`src/source/axi_mux_pkg.sv`:
```
package axi_mux_pkg;

  // ------------------------------
  // Port count and widths
  // ------------------------------
  localparam int unsigned NUM_PORTS  = 2;
  localparam int unsigned PORT_IDX_W = $clog2(NUM_PORTS);
  localparam int unsigned SLV_ID_W   = 2;
  localparam int unsigned MST_ID_W   = SLV_ID_W + PORT_IDX_W; // Port index on top
  localparam int unsigned ADDR_W     = 16;
  localparam int unsigned DATA_W     = 16;
  localparam int unsigned LEN_W      = 4;

  // Route FIFO depth bounds the writes with data still pending
  localparam int unsigned MAX_W_TRANS  = 4;
  localparam int unsigned W_FIFO_PTR_W = $clog2(MAX_W_TRANS);
  localparam int unsigned W_FIFO_CNT_W = $clog2(MAX_W_TRANS + 1);

  typedef logic [PORT_IDX_W-1:0] port_idx_t;
  typedef logic [SLV_ID_W-1:0]   slv_id_t;
  typedef logic [MST_ID_W-1:0]   mst_id_t;
  typedef logic [1:0]            resp_t;

  // Master side channel payloads
  typedef struct packed {
    mst_id_t             id;
    logic [ADDR_W-1:0]   addr;
    logic [LEN_W-1:0]    len;
  } aw_chan_t;                   // 23 bits

  typedef struct packed {
    mst_id_t id;
    resp_t   resp;
  } b_chan_t;                    // 5 bits

endpackage

```
`src/source/axi_aw_arbiter.sv`:
```
`timescale 1ns/1ps

module axi_aw_arbiter (
  input  logic                                                      clk_i,
  input  logic                                                      rst_i,
  input  logic [axi_mux_pkg::NUM_PORTS-1:0]                         slv_aw_valid_i,
  output logic [axi_mux_pkg::NUM_PORTS-1:0]                         slv_aw_ready_o,
  input  axi_mux_pkg::slv_id_t [axi_mux_pkg::NUM_PORTS-1:0]         slv_aw_id_i,
  input  logic [axi_mux_pkg::NUM_PORTS-1:0][axi_mux_pkg::ADDR_W-1:0] slv_aw_addr_i,
  input  logic [axi_mux_pkg::NUM_PORTS-1:0][axi_mux_pkg::LEN_W-1:0]  slv_aw_len_i,
  output logic                                                      aw_valid_o,
  input  logic                                                      aw_ready_i,
  output axi_mux_pkg::aw_chan_t                                     aw_chan_o,
  input  logic                                                      fifo_full_i,
  output logic                                                      fifo_push_o,
  output axi_mux_pkg::port_idx_t                                    fifo_idx_o
);

  axi_mux_pkg::port_idx_t rr_q;            // Port with highest priority
  axi_mux_pkg::port_idx_t sel_idx;
  axi_mux_pkg::port_idx_t lock_idx_q;
  axi_mux_pkg::port_idx_t aw_idx;
  logic                   sel_valid;
  logic                   lock_q, lock_d;
  logic                   aw_accept;

  // ------------------------------
  // Round-robin selection
  // ------------------------------
  always_comb begin
    sel_valid = 1'b0;
    sel_idx   = rr_q;
    for (int i = 0; i < axi_mux_pkg::NUM_PORTS; i++) begin
      if (!sel_valid && slv_aw_valid_i[(int'(rr_q) + i) % axi_mux_pkg::NUM_PORTS]) begin
        sel_valid = 1'b1;
        sel_idx   = axi_mux_pkg::port_idx_t'((int'(rr_q) + i) % axi_mux_pkg::NUM_PORTS);
      end
    end
  end

  assign aw_idx = lock_q ? lock_idx_q : sel_idx;  // Held grant wins

  // ------------------------------
  // Offer and push control
  // ------------------------------
  always_comb begin
    aw_valid_o  = 1'b0;
    fifo_push_o = 1'b0;
    lock_d      = lock_q;
    if (lock_q) begin
      aw_valid_o = 1'b1;                     // Decision already pushed
      if (aw_ready_i) lock_d = 1'b0;
    end else if (sel_valid && !fifo_full_i) begin
      aw_valid_o  = 1'b1;
      fifo_push_o = 1'b1;
      if (!aw_ready_i) lock_d = 1'b1;
    end
  end

  assign aw_accept  = aw_valid_o && aw_ready_i;
  assign fifo_idx_o = aw_idx;

  always_comb begin
    slv_aw_ready_o         = '0;
    slv_aw_ready_o[aw_idx] = aw_accept;
  end

  // Prepend the port index to the ID
  assign aw_chan_o.id   = {aw_idx, slv_aw_id_i[aw_idx]};
  assign aw_chan_o.addr = slv_aw_addr_i[aw_idx];
  assign aw_chan_o.len  = slv_aw_len_i[aw_idx];

  always_ff @(posedge clk_i) begin
    if (rst_i) begin
      rr_q       <= '0;
      lock_q     <= 1'b0;
      lock_idx_q <= '0;
    end else begin
      lock_q <= lock_d;
      if (!lock_q) lock_idx_q <= sel_idx;
      if (aw_accept) rr_q <= axi_mux_pkg::port_idx_t'((int'(aw_idx) + 1) % axi_mux_pkg::NUM_PORTS);
    end
  end

endmodule

```
`src/source/axi_b_router.sv`:
```
`timescale 1ns/1ps

module axi_b_router (
  input  logic                                               clk_i,
  input  logic                                               rst_i,
  input  logic                                               mst_b_valid_i,
  output logic                                               mst_b_ready_o,
  input  axi_mux_pkg::mst_id_t                               mst_b_id_i,
  input  axi_mux_pkg::resp_t                                 mst_b_resp_i,
  output logic [axi_mux_pkg::NUM_PORTS-1:0]                  slv_b_valid_o,
  input  logic [axi_mux_pkg::NUM_PORTS-1:0]                  slv_b_ready_i,
  output axi_mux_pkg::slv_id_t [axi_mux_pkg::NUM_PORTS-1:0]  slv_b_id_o,
  output axi_mux_pkg::resp_t [axi_mux_pkg::NUM_PORTS-1:0]    slv_b_resp_o
);

  axi_mux_pkg::b_chan_t   b_in, b_q;
  logic                   b_valid;
  axi_mux_pkg::port_idx_t route_idx;

  assign b_in.id   = mst_b_id_i;
  assign b_in.resp = mst_b_resp_i;

  axi_spill_reg #(
    .T ( axi_mux_pkg::b_chan_t )
  ) i_b_spill (
    .clk_i   ( clk_i                     ),
    .rst_i   ( rst_i                     ),
    .valid_i ( mst_b_valid_i             ),
    .ready_o ( mst_b_ready_o             ),
    .data_i  ( b_in                      ),
    .valid_o ( b_valid                   ),
    .ready_i ( slv_b_ready_i[route_idx]  ),
    .data_o  ( b_q                       )
  );

  // Top ID bits name the issuing port
  assign route_idx = b_q.id[axi_mux_pkg::MST_ID_W-1 -: axi_mux_pkg::PORT_IDX_W];

  for (genvar i = 0; i < axi_mux_pkg::NUM_PORTS; i++) begin : gen_b_port
    assign slv_b_valid_o[i] = b_valid && (route_idx == axi_mux_pkg::port_idx_t'(i));
    assign slv_b_id_o[i]    = b_q.id[axi_mux_pkg::SLV_ID_W-1:0];  // Index stripped
    assign slv_b_resp_o[i]  = b_q.resp;
  end

endmodule

```
`src/source/axi_mux_top.sv`:
```
`timescale 1ns/1ps

module axi_mux_top (
  input  logic                                                      clk_i,
  input  logic                                                      rst_i,
  // Slave ports
  input  logic [axi_mux_pkg::NUM_PORTS-1:0]                         slv_aw_valid_i,
  output logic [axi_mux_pkg::NUM_PORTS-1:0]                         slv_aw_ready_o,
  input  axi_mux_pkg::slv_id_t [axi_mux_pkg::NUM_PORTS-1:0]         slv_aw_id_i,
  input  logic [axi_mux_pkg::NUM_PORTS-1:0][axi_mux_pkg::ADDR_W-1:0] slv_aw_addr_i,
  input  logic [axi_mux_pkg::NUM_PORTS-1:0][axi_mux_pkg::LEN_W-1:0]  slv_aw_len_i,
  input  logic [axi_mux_pkg::NUM_PORTS-1:0]                         slv_w_valid_i,
  output logic [axi_mux_pkg::NUM_PORTS-1:0]                         slv_w_ready_o,
  input  logic [axi_mux_pkg::NUM_PORTS-1:0][axi_mux_pkg::DATA_W-1:0] slv_w_data_i,
  input  logic [axi_mux_pkg::NUM_PORTS-1:0]                         slv_w_last_i,
  output logic [axi_mux_pkg::NUM_PORTS-1:0]                         slv_b_valid_o,
  input  logic [axi_mux_pkg::NUM_PORTS-1:0]                         slv_b_ready_i,
  output axi_mux_pkg::slv_id_t [axi_mux_pkg::NUM_PORTS-1:0]         slv_b_id_o,
  output axi_mux_pkg::resp_t [axi_mux_pkg::NUM_PORTS-1:0]           slv_b_resp_o,
  // Master port
  output logic                                                      mst_aw_valid_o,
  input  logic                                                      mst_aw_ready_i,
  output axi_mux_pkg::mst_id_t                                      mst_aw_id_o,
  output logic [axi_mux_pkg::ADDR_W-1:0]                            mst_aw_addr_o,
  output logic [axi_mux_pkg::LEN_W-1:0]                             mst_aw_len_o,
  output logic                                                      mst_w_valid_o,
  input  logic                                                      mst_w_ready_i,
  output logic [axi_mux_pkg::DATA_W-1:0]                            mst_w_data_o,
  output logic                                                      mst_w_last_o,
  input  logic                                                      mst_b_valid_i,
  output logic                                                      mst_b_ready_o,
  input  axi_mux_pkg::mst_id_t                                      mst_b_id_i,
  input  axi_mux_pkg::resp_t                                        mst_b_resp_i
);

  axi_mux_pkg::aw_chan_t  aw_chan, mst_aw_chan;
  logic                   aw_valid, aw_ready;
  logic                   fifo_push, fifo_pop, fifo_full, fifo_empty;
  axi_mux_pkg::port_idx_t fifo_idx, head_idx;

  // ------------------------------
  // AW path
  // ------------------------------
  axi_aw_arbiter i_aw_arbiter (
    .clk_i, .rst_i, .slv_aw_valid_i, .slv_aw_ready_o, .slv_aw_id_i, .slv_aw_addr_i,
    .slv_aw_len_i,
    .aw_valid_o  ( aw_valid  ),
    .aw_ready_i  ( aw_ready  ),
    .aw_chan_o   ( aw_chan   ),
    .fifo_full_i ( fifo_full ),
    .fifo_push_o ( fifo_push ),
    .fifo_idx_o  ( fifo_idx  )
  );

  axi_spill_reg #(.T(axi_mux_pkg::aw_chan_t)) i_aw_spill (
    .clk_i, .rst_i,
    .valid_i ( aw_valid ), .ready_o ( aw_ready ), .data_i ( aw_chan ),
    .valid_o ( mst_aw_valid_o ), .ready_i ( mst_aw_ready_i ), .data_o ( mst_aw_chan )
  );

  assign mst_aw_id_o   = mst_aw_chan.id;
  assign mst_aw_addr_o = mst_aw_chan.addr;
  assign mst_aw_len_o  = mst_aw_chan.len;

  // ------------------------------
  // W path steered by AW order
  // ------------------------------
  axi_w_route_fifo i_w_fifo (
    .clk_i, .rst_i,
    .push_i ( fifo_push ), .data_i ( fifo_idx ), .pop_i ( fifo_pop ),
    .data_o ( head_idx ), .full_o ( fifo_full ), .empty_o ( fifo_empty )
  );

  axi_w_steer i_w_steer (
    .head_idx_i ( head_idx   ),
    .empty_i    ( fifo_empty ),
    .slv_w_valid_i, .slv_w_ready_o, .slv_w_data_i, .slv_w_last_i,
    .mst_w_valid_o, .mst_w_ready_i, .mst_w_data_o, .mst_w_last_o,
    .pop_o      ( fifo_pop   )
  );

  // B responses back to their port
  axi_b_router i_b_router (
    .clk_i, .rst_i, .mst_b_valid_i, .mst_b_ready_o, .mst_b_id_i, .mst_b_resp_i,
    .slv_b_valid_o, .slv_b_ready_i, .slv_b_id_o, .slv_b_resp_o
  );

endmodule

```
`src/source/axi_spill_reg.sv`:
```
`timescale 1ns/1ps

module axi_spill_reg #(
  parameter type T = logic
) (
  input  logic clk_i,
  input  logic rst_i,
  input  logic valid_i,
  output logic ready_o,
  input  T     data_i,
  output logic valid_o,
  input  logic ready_i,
  output T     data_o
);

  // Slot A takes new data, slot B catches it on a downstream stall
  logic a_full_q, b_full_q;
  T     a_data_q, b_data_q;
  logic a_fill, a_drain, b_fill, b_drain;

  assign a_fill  = valid_i && ready_o;
  assign a_drain = a_full_q && !b_full_q;  // To output or into B
  assign b_fill  = a_drain && !ready_i;
  assign b_drain = b_full_q && ready_i;

  always_ff @(posedge clk_i) begin
    if (rst_i) begin
      a_full_q <= 1'b0;
      b_full_q <= 1'b0;
    end else begin
      if (a_fill || a_drain) a_full_q <= a_fill;
      if (b_fill || b_drain) b_full_q <= b_fill;
    end
  end

  always_ff @(posedge clk_i) begin
    if (a_fill) a_data_q <= data_i;
    if (b_fill) b_data_q <= a_data_q;
  end

  assign ready_o = !a_full_q || !b_full_q;
  assign valid_o = a_full_q || b_full_q;
  assign data_o  = b_full_q ? b_data_q : a_data_q;  // B holds the older entry

endmodule

```
`src/source/axi_w_route_fifo.sv`:
```
`timescale 1ns/1ps

module axi_w_route_fifo (
  input  logic                   clk_i,
  input  logic                   rst_i,
  input  logic                   push_i,
  input  axi_mux_pkg::port_idx_t data_i,
  input  logic                   pop_i,
  output axi_mux_pkg::port_idx_t data_o,
  output logic                   full_o,
  output logic                   empty_o
);

  axi_mux_pkg::port_idx_t                  mem [axi_mux_pkg::MAX_W_TRANS];
  logic [axi_mux_pkg::W_FIFO_PTR_W-1:0]    wr_ptr_q, rd_ptr_q;
  logic [axi_mux_pkg::W_FIFO_CNT_W-1:0]    count_q;
  logic                                    do_push, do_pop;

  assign full_o  = (count_q == axi_mux_pkg::W_FIFO_CNT_W'(axi_mux_pkg::MAX_W_TRANS));
  assign empty_o = (count_q == '0);
  assign do_push = push_i && !full_o;
  assign do_pop  = pop_i && !empty_o;
  assign data_o  = mem[rd_ptr_q];        // Head of the queue

  always_ff @(posedge clk_i) begin
    if (rst_i) begin
      wr_ptr_q <= '0;
      rd_ptr_q <= '0;
      count_q  <= '0;
    end else begin
      if (do_push) begin
        if (wr_ptr_q == axi_mux_pkg::W_FIFO_PTR_W'(axi_mux_pkg::MAX_W_TRANS - 1)) wr_ptr_q <= '0;
        else wr_ptr_q <= wr_ptr_q + 1'b1;
      end
      if (do_pop) begin
        if (rd_ptr_q == axi_mux_pkg::W_FIFO_PTR_W'(axi_mux_pkg::MAX_W_TRANS - 1)) rd_ptr_q <= '0;
        else rd_ptr_q <= rd_ptr_q + 1'b1;
      end
      if (do_push && !do_pop) count_q <= count_q + 1'b1;
      else if (do_pop && !do_push) count_q <= count_q - 1'b1;
    end
  end

  always_ff @(posedge clk_i) begin
    if (do_push) mem[wr_ptr_q] <= data_i;
  end

endmodule

```
`src/source/axi_w_steer.sv`:
```
`timescale 1ns/1ps

module axi_w_steer (
  input  axi_mux_pkg::port_idx_t                                    head_idx_i,
  input  logic                                                      empty_i,
  input  logic [axi_mux_pkg::NUM_PORTS-1:0]                         slv_w_valid_i,
  output logic [axi_mux_pkg::NUM_PORTS-1:0]                         slv_w_ready_o,
  input  logic [axi_mux_pkg::NUM_PORTS-1:0][axi_mux_pkg::DATA_W-1:0] slv_w_data_i,
  input  logic [axi_mux_pkg::NUM_PORTS-1:0]                         slv_w_last_i,
  output logic                                                      mst_w_valid_o,
  input  logic                                                      mst_w_ready_i,
  output logic [axi_mux_pkg::DATA_W-1:0]                            mst_w_data_o,
  output logic                                                      mst_w_last_o,
  output logic                                                      pop_o
);

  // Only the port at the FIFO head may send W beats
  assign mst_w_valid_o = !empty_i && slv_w_valid_i[head_idx_i];
  assign mst_w_data_o  = slv_w_data_i[head_idx_i];
  assign mst_w_last_o  = slv_w_last_i[head_idx_i];

  always_comb begin
    slv_w_ready_o = '0;
    if (!empty_i) slv_w_ready_o[head_idx_i] = mst_w_ready_i;  // Other port stays blocked
  end

  // Pop on the accepted last beat so the next decision moves up
  assign pop_o = mst_w_valid_o && mst_w_ready_i && mst_w_last_o;

endmodule

```
`config.mk`:
```
export PLATFORM = sky130hd
export DESIGN_NAME = axi_mux_top
export DESIGN_NICKNAME = d
export VERILOG_FILES = /design/src/source/axi_mux_pkg.sv /design/src/source/axi_aw_arbiter.sv /design/src/source/axi_b_router.sv /design/src/source/axi_mux_top.sv /design/src/source/axi_spill_reg.sv /design/src/source/axi_w_route_fifo.sv /design/src/source/axi_w_steer.sv
export SDC_FILE = /design/constraint.sdc
export NUM_CORES = 1
export LEC_CHECK = 0
export BUFFER_PORTS_ARGS = -buffer_cell sky130_fd_sc_hd__buf_2
export CORE_MARGIN = 1.5
export CORE_UTILIZATION = 51
export DETAILED_ROUTE_END_ITERATION = 10
export PLACE_DENSITY = 0.95
export RECOVER_POWER = 25
export SLEW_MARGIN = 30
export SYNTH_ARGS = -nofsm -noshare
export SYNTH_HDL_FRONTEND = slang
export SYNTH_SLANG_ARGS = --single-unit
```
`constraint.sdc`:
```
create_clock -name clk_i -period 8 [get_ports clk_i]
set_input_delay 0.8 -clock clk_i [delete_from_list [all_inputs] [get_ports clk_i]]
set_output_delay 0.8 -clock clk_i [all_outputs]
set_load 0.005 [all_outputs]
```
; After elaboration in Yosys (flattened, before gate mapping)
; Memory sizes are Yosys's and may differ from the RTL's. A register that Yosys moved wholly into a read port is not among the register bits.
; Cells that the tools add are included.
[word_totals]
ff_bits = 70
mem_count = 1
elab_cells = 125
out_inout_bits = 57
in_bits = 94
mem_bits_rw = 4
[op_classes]
n_eq_ne = 3
magnitude_cmp = 7
add_sub_neg = 6
n_mux = 43
n_reduce_logical = 42
bitwise_logic = 3
[memory_table]
columns = name, depth, width, read_ports, rd_ports_with_merged_regs, write_ports, line
row1 = i_w_fifo.mem, 4, 1, 1, 1, 1, axi_w_route_fifo.sv:14  ; axi_mux_pkg::port_idx_t mem [axi_mux_pkg::MAX_W_TRANS];
[ops]
columns = op, count
row1 = $mux 16, 4
row2 = $mux 1, 24
row3 = $mux 23, 1
row4 = $logic_and 1x1->1, 21
row5 = $mux 2, 7
row6 = $logic_not 1->1, 11
row7 = $lt 1x2->1 const B, 5
row8 = $logic_or 1x1->1, 8
row9 = $mux 4, 2
row10 = $mux 3, 2
row11 = $mux 5, 1
row12 = $add 2x1->2 const B, 2
row13 = $and 2x2->2, 2
row14 = $eq 2x2->1 const B, 2
row15 = $add 3x1->3 const B, 1
row16 = $eq 3x3->1 const B, 1
row17 = $logic_not 3->1, 1
row18 = $sub 3x1->3 const B, 1
row19 = $add 1x1->1 const B, 2
row20 = $demux 1 s1, 2
row21 = $ge 1x1->1 const B, 2
row22 = $reduce_bool 2->1, 1
row23 = $not 1->1, 1

; Logic depth before layout (Yosys ltp)
[depth]
depth_word = 14
depth_mapped = 9
depth_no_buf = 9

; Cells and area by module
; A second synthesis with hierarchy kept.
[hier_totals]
hier_cells = 237
area_unflattened_um2 = 3773.6
[by_module_without_submodules]
columns = mod, area_per_inst_um2, seq_area_each_um2, cells_per_inst, instances
row1 = axi_spill_reg at i_aw_spill, 1830.5, 1421.4, 81, 1
row2 = axi_w_route_fifo, 645.6, 300.3, 55, 1
row3 = axi_aw_arbiter, 520.5, 60.1, 45, 1
row4 = axi_spill_reg at i_b_router.i_b_spill, 455.4, 340.3, 25, 1
row5 = axi_w_steer, 260.2, 0.0, 24, 1
row6 = axi_b_router, 61.3, 0.0, 7, 1

; Worst setup path before layout
; Ideal clock, no wire load.
[synth_timing]
path_type = input-to-output
start = input port slv_aw_valid_i[0] (netlist bit)
end = output port slv_aw_ready_o[1] (netlist bit)
path_slack_ps = 4846
stages = 4
arrival_ps = 2354
t_required_ps = 7200
n_path_buf = 0
path_cell_list = nor2_1 o21ba_2 nor2_1 and2_1
[synth_via]
word_cells_on_any_way = 20
cone_classes = order compare: 2 / mux: 12 / bitwise: 1 / reduce/logical: 5
[synth_lines]
columns = element, line
row1 = "start, declared", axi_mux_top.sv:7  ; input logic [axi_mux_pkg::NUM_PORTS-1:0] slv_aw_valid_i,
row2 = $mux 1 (not written as such) (2 in series), axi_aw_arbiter.sv:34  ; if (!sel_valid && slv_aw_valid_i[(int'(rr_q) + i) % axi_mux_pkg::NUM_PORTS]) begin
row3 = $mux 1, axi_aw_arbiter.sv:34
row4 = $logic_not 1->1, axi_aw_arbiter.sv:34
row5 = $logic_and 1x1->1, axi_aw_arbiter.sv:34
row6 = $mux 1 (*), axi_aw_arbiter.sv:34
row7 = $logic_and 1x1->1 (*), axi_aw_arbiter.sv:53  ; end else if (sel_valid && !fifo_full_i) begin
row8 = $mux 1 (*), axi_aw_arbiter.sv:53
row9 = $mux 1 (*), axi_aw_arbiter.sv:50  ; if (lock_q) begin
row10 = $logic_and 1x1->1 (*), axi_aw_arbiter.sv:60  ; assign aw_accept = aw_valid_o && aw_ready_i;
row11 = named net i_aw_arbiter.aw_accept, axi_aw_arbiter.sv:25  ; logic aw_accept;
row12 = $and 2x2->2 (no source line) (*), n/a
row13 = "end, declared", axi_mux_top.sv:8  ; output logic [axi_mux_pkg::NUM_PORTS-1:0] slv_aw_ready_o,
; Mark *: on every way through the listed nets, which the timed path passes. The rest lies on a longest branch. The select of a mux whose other input is x is not followed.

; Worst setup path in the final report
[layout_timing]
start = register i_aw_spill.b_full_q
end = output port slv_aw_ready_o[1] (netlist bit)
[layout_via]
elab_chain_cells = 4
[layout_lines]
columns = element, line
row1 = "start, declared", axi_spill_reg.sv:17  ; logic a_full_q, b_full_q;
row2 = "start signal, assigned", axi_spill_reg.sv:32  ; if (b_fill || b_drain) b_full_q <= b_fill;
row3 = $logic_not 1->1, axi_spill_reg.sv:41  ; assign ready_o = !a_full_q || !b_full_q;
row4 = $logic_or 1x1->1, axi_spill_reg.sv:41
row5 = $logic_and 1x1->1, axi_aw_arbiter.sv:60
row6 = named net i_aw_arbiter.aw_accept, axi_aw_arbiter.sv:25
row7 = $and 2x2->2 (no source line), n/a
; The timed path passes the listed nets, and every way through them passes these cells.

==> impl_metrics.json <==
{
  "ys_top_cells_by_count": "mux2_2 (67), edfxtp_1 (60), dfxtp_1 (16), nor2_1 (13)",
  "groute.usage.overall_pct": 18.24,
  "report.final.slew_viol_count": 0,
  "maxSlewHeadroom_pct": 13.84,
  "clock_latency_ns": 0.34,
  "synth_cell_types": 33,
  "fin_total_pwr_mw": 1.174,
  "setup_tns_ns": 0,
  "r2r-end": "i_w_fifo.count_q[2]",
  "wirelength_mm": 6.571,
  "dr.pass1.iters": 4,
  "yosys.area.top_type_share_pct": 51.50,
  "setup_viol": 0,
  "num_vias": 2380,
  "cp_slowest_cell": "dfxtp_1",
  "holdCritPathClass": "reg -> reg",
  "synth_nets": 334,
  "portBuffers": 150,
  "num-fill-cells": 495,
  "synthCells": 233,
  "initial_core_util_pct": 52.07,
  "path_max_fanout": 26,
  "dr.first_iter.drc_count": 83,
  "area_growth_pct": 28.86,
  "worstSetupEndpointType": "output port",
  "slowest_delay_ns": 1.06,
  "wl_per_cell_um": 14.01,
  "synth.largest_area_cell": "edfxtp_1",
  "h-tree-depth": 3,
  "ant_nets": 0,
  "arrival_ns": 2.32,
  "vdd_drop_max_mv": 0.1502,
  "routed-wl-met3_um": 372,
  "synth_warnings": 0,
  "hold_viol": 0,
  "grt_pass1_vias": 2202,
  "wl_met1_mm": 2.754,
  "synth_edf_count": 60,
  "dieHeight_um": 85.82,
  "fin_cells": 469,
  "cts_tree": "built",
  "hpwl_mm": 4.901,
  "outcome": "complete, no violations",
  "crit_chain": "nand2_1, inv_1, nor2_2, buf_4, and2_1, buf_2",
  "path_clk_slew_ns": 0.07,
  "dpl.cell_count": 453,
  "dr.max_layer_used": "met4",
  "synth_flop_cell": "edfxtp_1",
  "n_antenna_cell": 0,
  "synth_seq_cells": 76,
  "fin_crit_sh_pct": 39.04,
  "r2r_start": "i_w_fifo.mem[3]",
  "crit_type": "reg -> out",
  "multi_input_area_um2": 1282,
  "ctsHoldBuffers": 0,
  "io_pins": 151,
  "overflow": 0,
  "placed_area_um2": 4312,
  "synth_most_common_cell": "mux2_2",
  "finClkSkew_ns": 0.007783,
  "seqCellArea_um2": 2122,
  "worstSetupStartpointType": "flop",
  "holdCritStartpoint": "i_b_router.i_b_spill.a_data_q[1]",
  "cts_resized": 0,
  "gp_congestion": 0.7167,
  "whs_ns": 0.4475,
  "syn_area_um2": 3498,
  "fin_crit_ns": 3.123,
  "rows": 30,
  "ctsLongestPathBuffers": 2,
  "crit_start": "i_aw_spill.b_full_q",
  "worst-path-buf-inv": 3,
  "max_freq_mhz": 320.2,
  "grt_pass1_wl_mm": 10.19,
  "leakage_nw": 1.929,
  "clock-sinks": 76,
  "regToRegSetupSlack_ns": 5.24,
  "cts-root-buf": "clkbuf_8",
  "nets": 485,
  "viasPerCell": 5.075,
  "cp-endpoint": "slv_aw_ready_o[1]",
  "critPathTopFamily": "flip-flops",
  "final_area_um2": 4508,
  "die_w_um": 85.82,
  "die_area_um2": 7365,
  "drive_above_1_share_pct": 60.67,
  "grt_max_degree": 31,
  "cp_num_cells": 6,
  "rr_worst_depth": 9,
  "numCtsBuffers": 9,
  "route.detailed.drc": 0,
  "cap_violations": 0,
  "synthTopCellsByArea": "edfxtp_1 (52%), mux2_2 (22%), dfxtp_1 (9.2%)",
  "worst_pin_slew_ns": 1.292,
  "crit_required_ns": 7.20,
  "async_flop_share_pct": 0,
  "yosysSeqAreaShare_pct": 60.66,
  "avgSynthCellArea_um2": 15.01,
  "core_area_um2": 6719,
  "antenna_found_initial": 0,
  "rsz0062_at_grt": "false",
  "wl_met2_mm": 3.316,
  "powerDensity_nw_per_um2": 260.4,
  "post_cts_buffers": 0
}
==> where the power goes <==
group | switching, mW | internal, mW | leakage, nW | total (mW)
clock network | 0.138 | 0.174 | 0.111 | 0.312
registers | 0.0363 | 0.511 | 0.708 | 0.548
logic | 0.140 | 0.174 | 1.11 | 0.314
==> worst reg2reg max path, cell delays in order (launching register included) <==
cell and delay (ns):
edfxtp_1 0.36, mux4_2 0.71, mux2i_1 0.21, nand2b_1 0.15
ha_1 0.20, inv_1 0.07, fa_1 0.37, xor2_1 0.15
or3_1 0.30, a21oi_1 0.15
==> cells in the final DEF (no fill, tap or decap), types with 4 or more instances in the layout <==
cell type and count:
buf_2 147, mux2_2 67, nand2_1 5, dfxtp_1 16, inv_1 6, nor2_1 12
ha_1 6, mux2i_1 6, clkbuf_1 4, and2_1 5, nor3b_1 4, nor3_1 4
nor2b_1 4, edfxtp_1 60, clkbuf_8 9, a21oi_1 4
==> sequential cells by signal, summed over array words and instances, names as in the netlist, named ones only <==
signal,cells
i_b_router.i_b_spill.a_data_q,5
i_aw_spill.b_data_q,23
i_aw_arbiter.rr_q,1
i_b_router.i_b_spill.a_full_q,1
i_w_fifo.rd_ptr_q,2
i_w_fifo.wr_ptr_q,2
i_aw_spill.b_full_q,1
i_w_fifo.mem,4
i_w_fifo.count_q,3
i_aw_spill.a_full_q,1
i_b_router.i_b_spill.b_data_q,5
i_aw_arbiter.lock_q,1
i_aw_spill.a_data_q,23
i_b_router.i_b_spill.b_full_q,1
i_aw_arbiter.lock_idx_q,1
==> cells by family after synthesis <==
family                     Yosys count  synth area share (%)
DFF                                 76                 60.66
muxes                               75                 24.25
and+or+nand+nor                     43                 6.795
buffers and inverters               19                 2.611
AOI/OAI and AO/OA                   11                 2.468
adders and majority gates            7                 2.718
xor gates and xnor gates             2                0.5008
==> per-stage QoR <==
stage	setup WS (ns)	util, %
2_1_floorplan	4.846	-
3_3_place_gp	5.202	64.15
3_5_place_dp	5.151	64.17
4_1_cts	5.159	67.37
5_1_grt	4.671	67.10
6_report	4.877	67.10
==> layer usage <==
metal	GRT usage, %	vias up
met2	30.64	101
met1	22.62	1101
met4	8.944	0
met3	3.657	12
met5	0	-
li1	-	1166
==> worst min path at each step <==
stage / endpoint / slack (ns) / depth (start not counted)
after floorplan: i_aw_spill.b_data_q[0] / 0.42 / 0
after global placement: i_aw_spill.b_data_q[14] / 0.43 / 0
after detailed placement: i_b_router.i_b_spill.b_data_q[1] / 0.43 / 0
after CTS: i_aw_spill.b_data_q[19] / 0.45 / 0
after global routing: i_b_router.i_b_spill.b_data_q[1] / 0.46 / 0
final: i_b_router.i_b_spill.b_data_q[1] / 0.45 / 0
==> cell type report <==
cell class | instances | area share (%)
sequential | 76 | 47.07
multi-input combinational | 138 | 28.45
timing repair buffer | 153 | 16.99
clock buffer | 9 | 2.748
tap | 80 | 2.220
clock inverter | 7 | 2.026
inverter | 6 | 0.4996
Power figures use the tool's default switching activity.
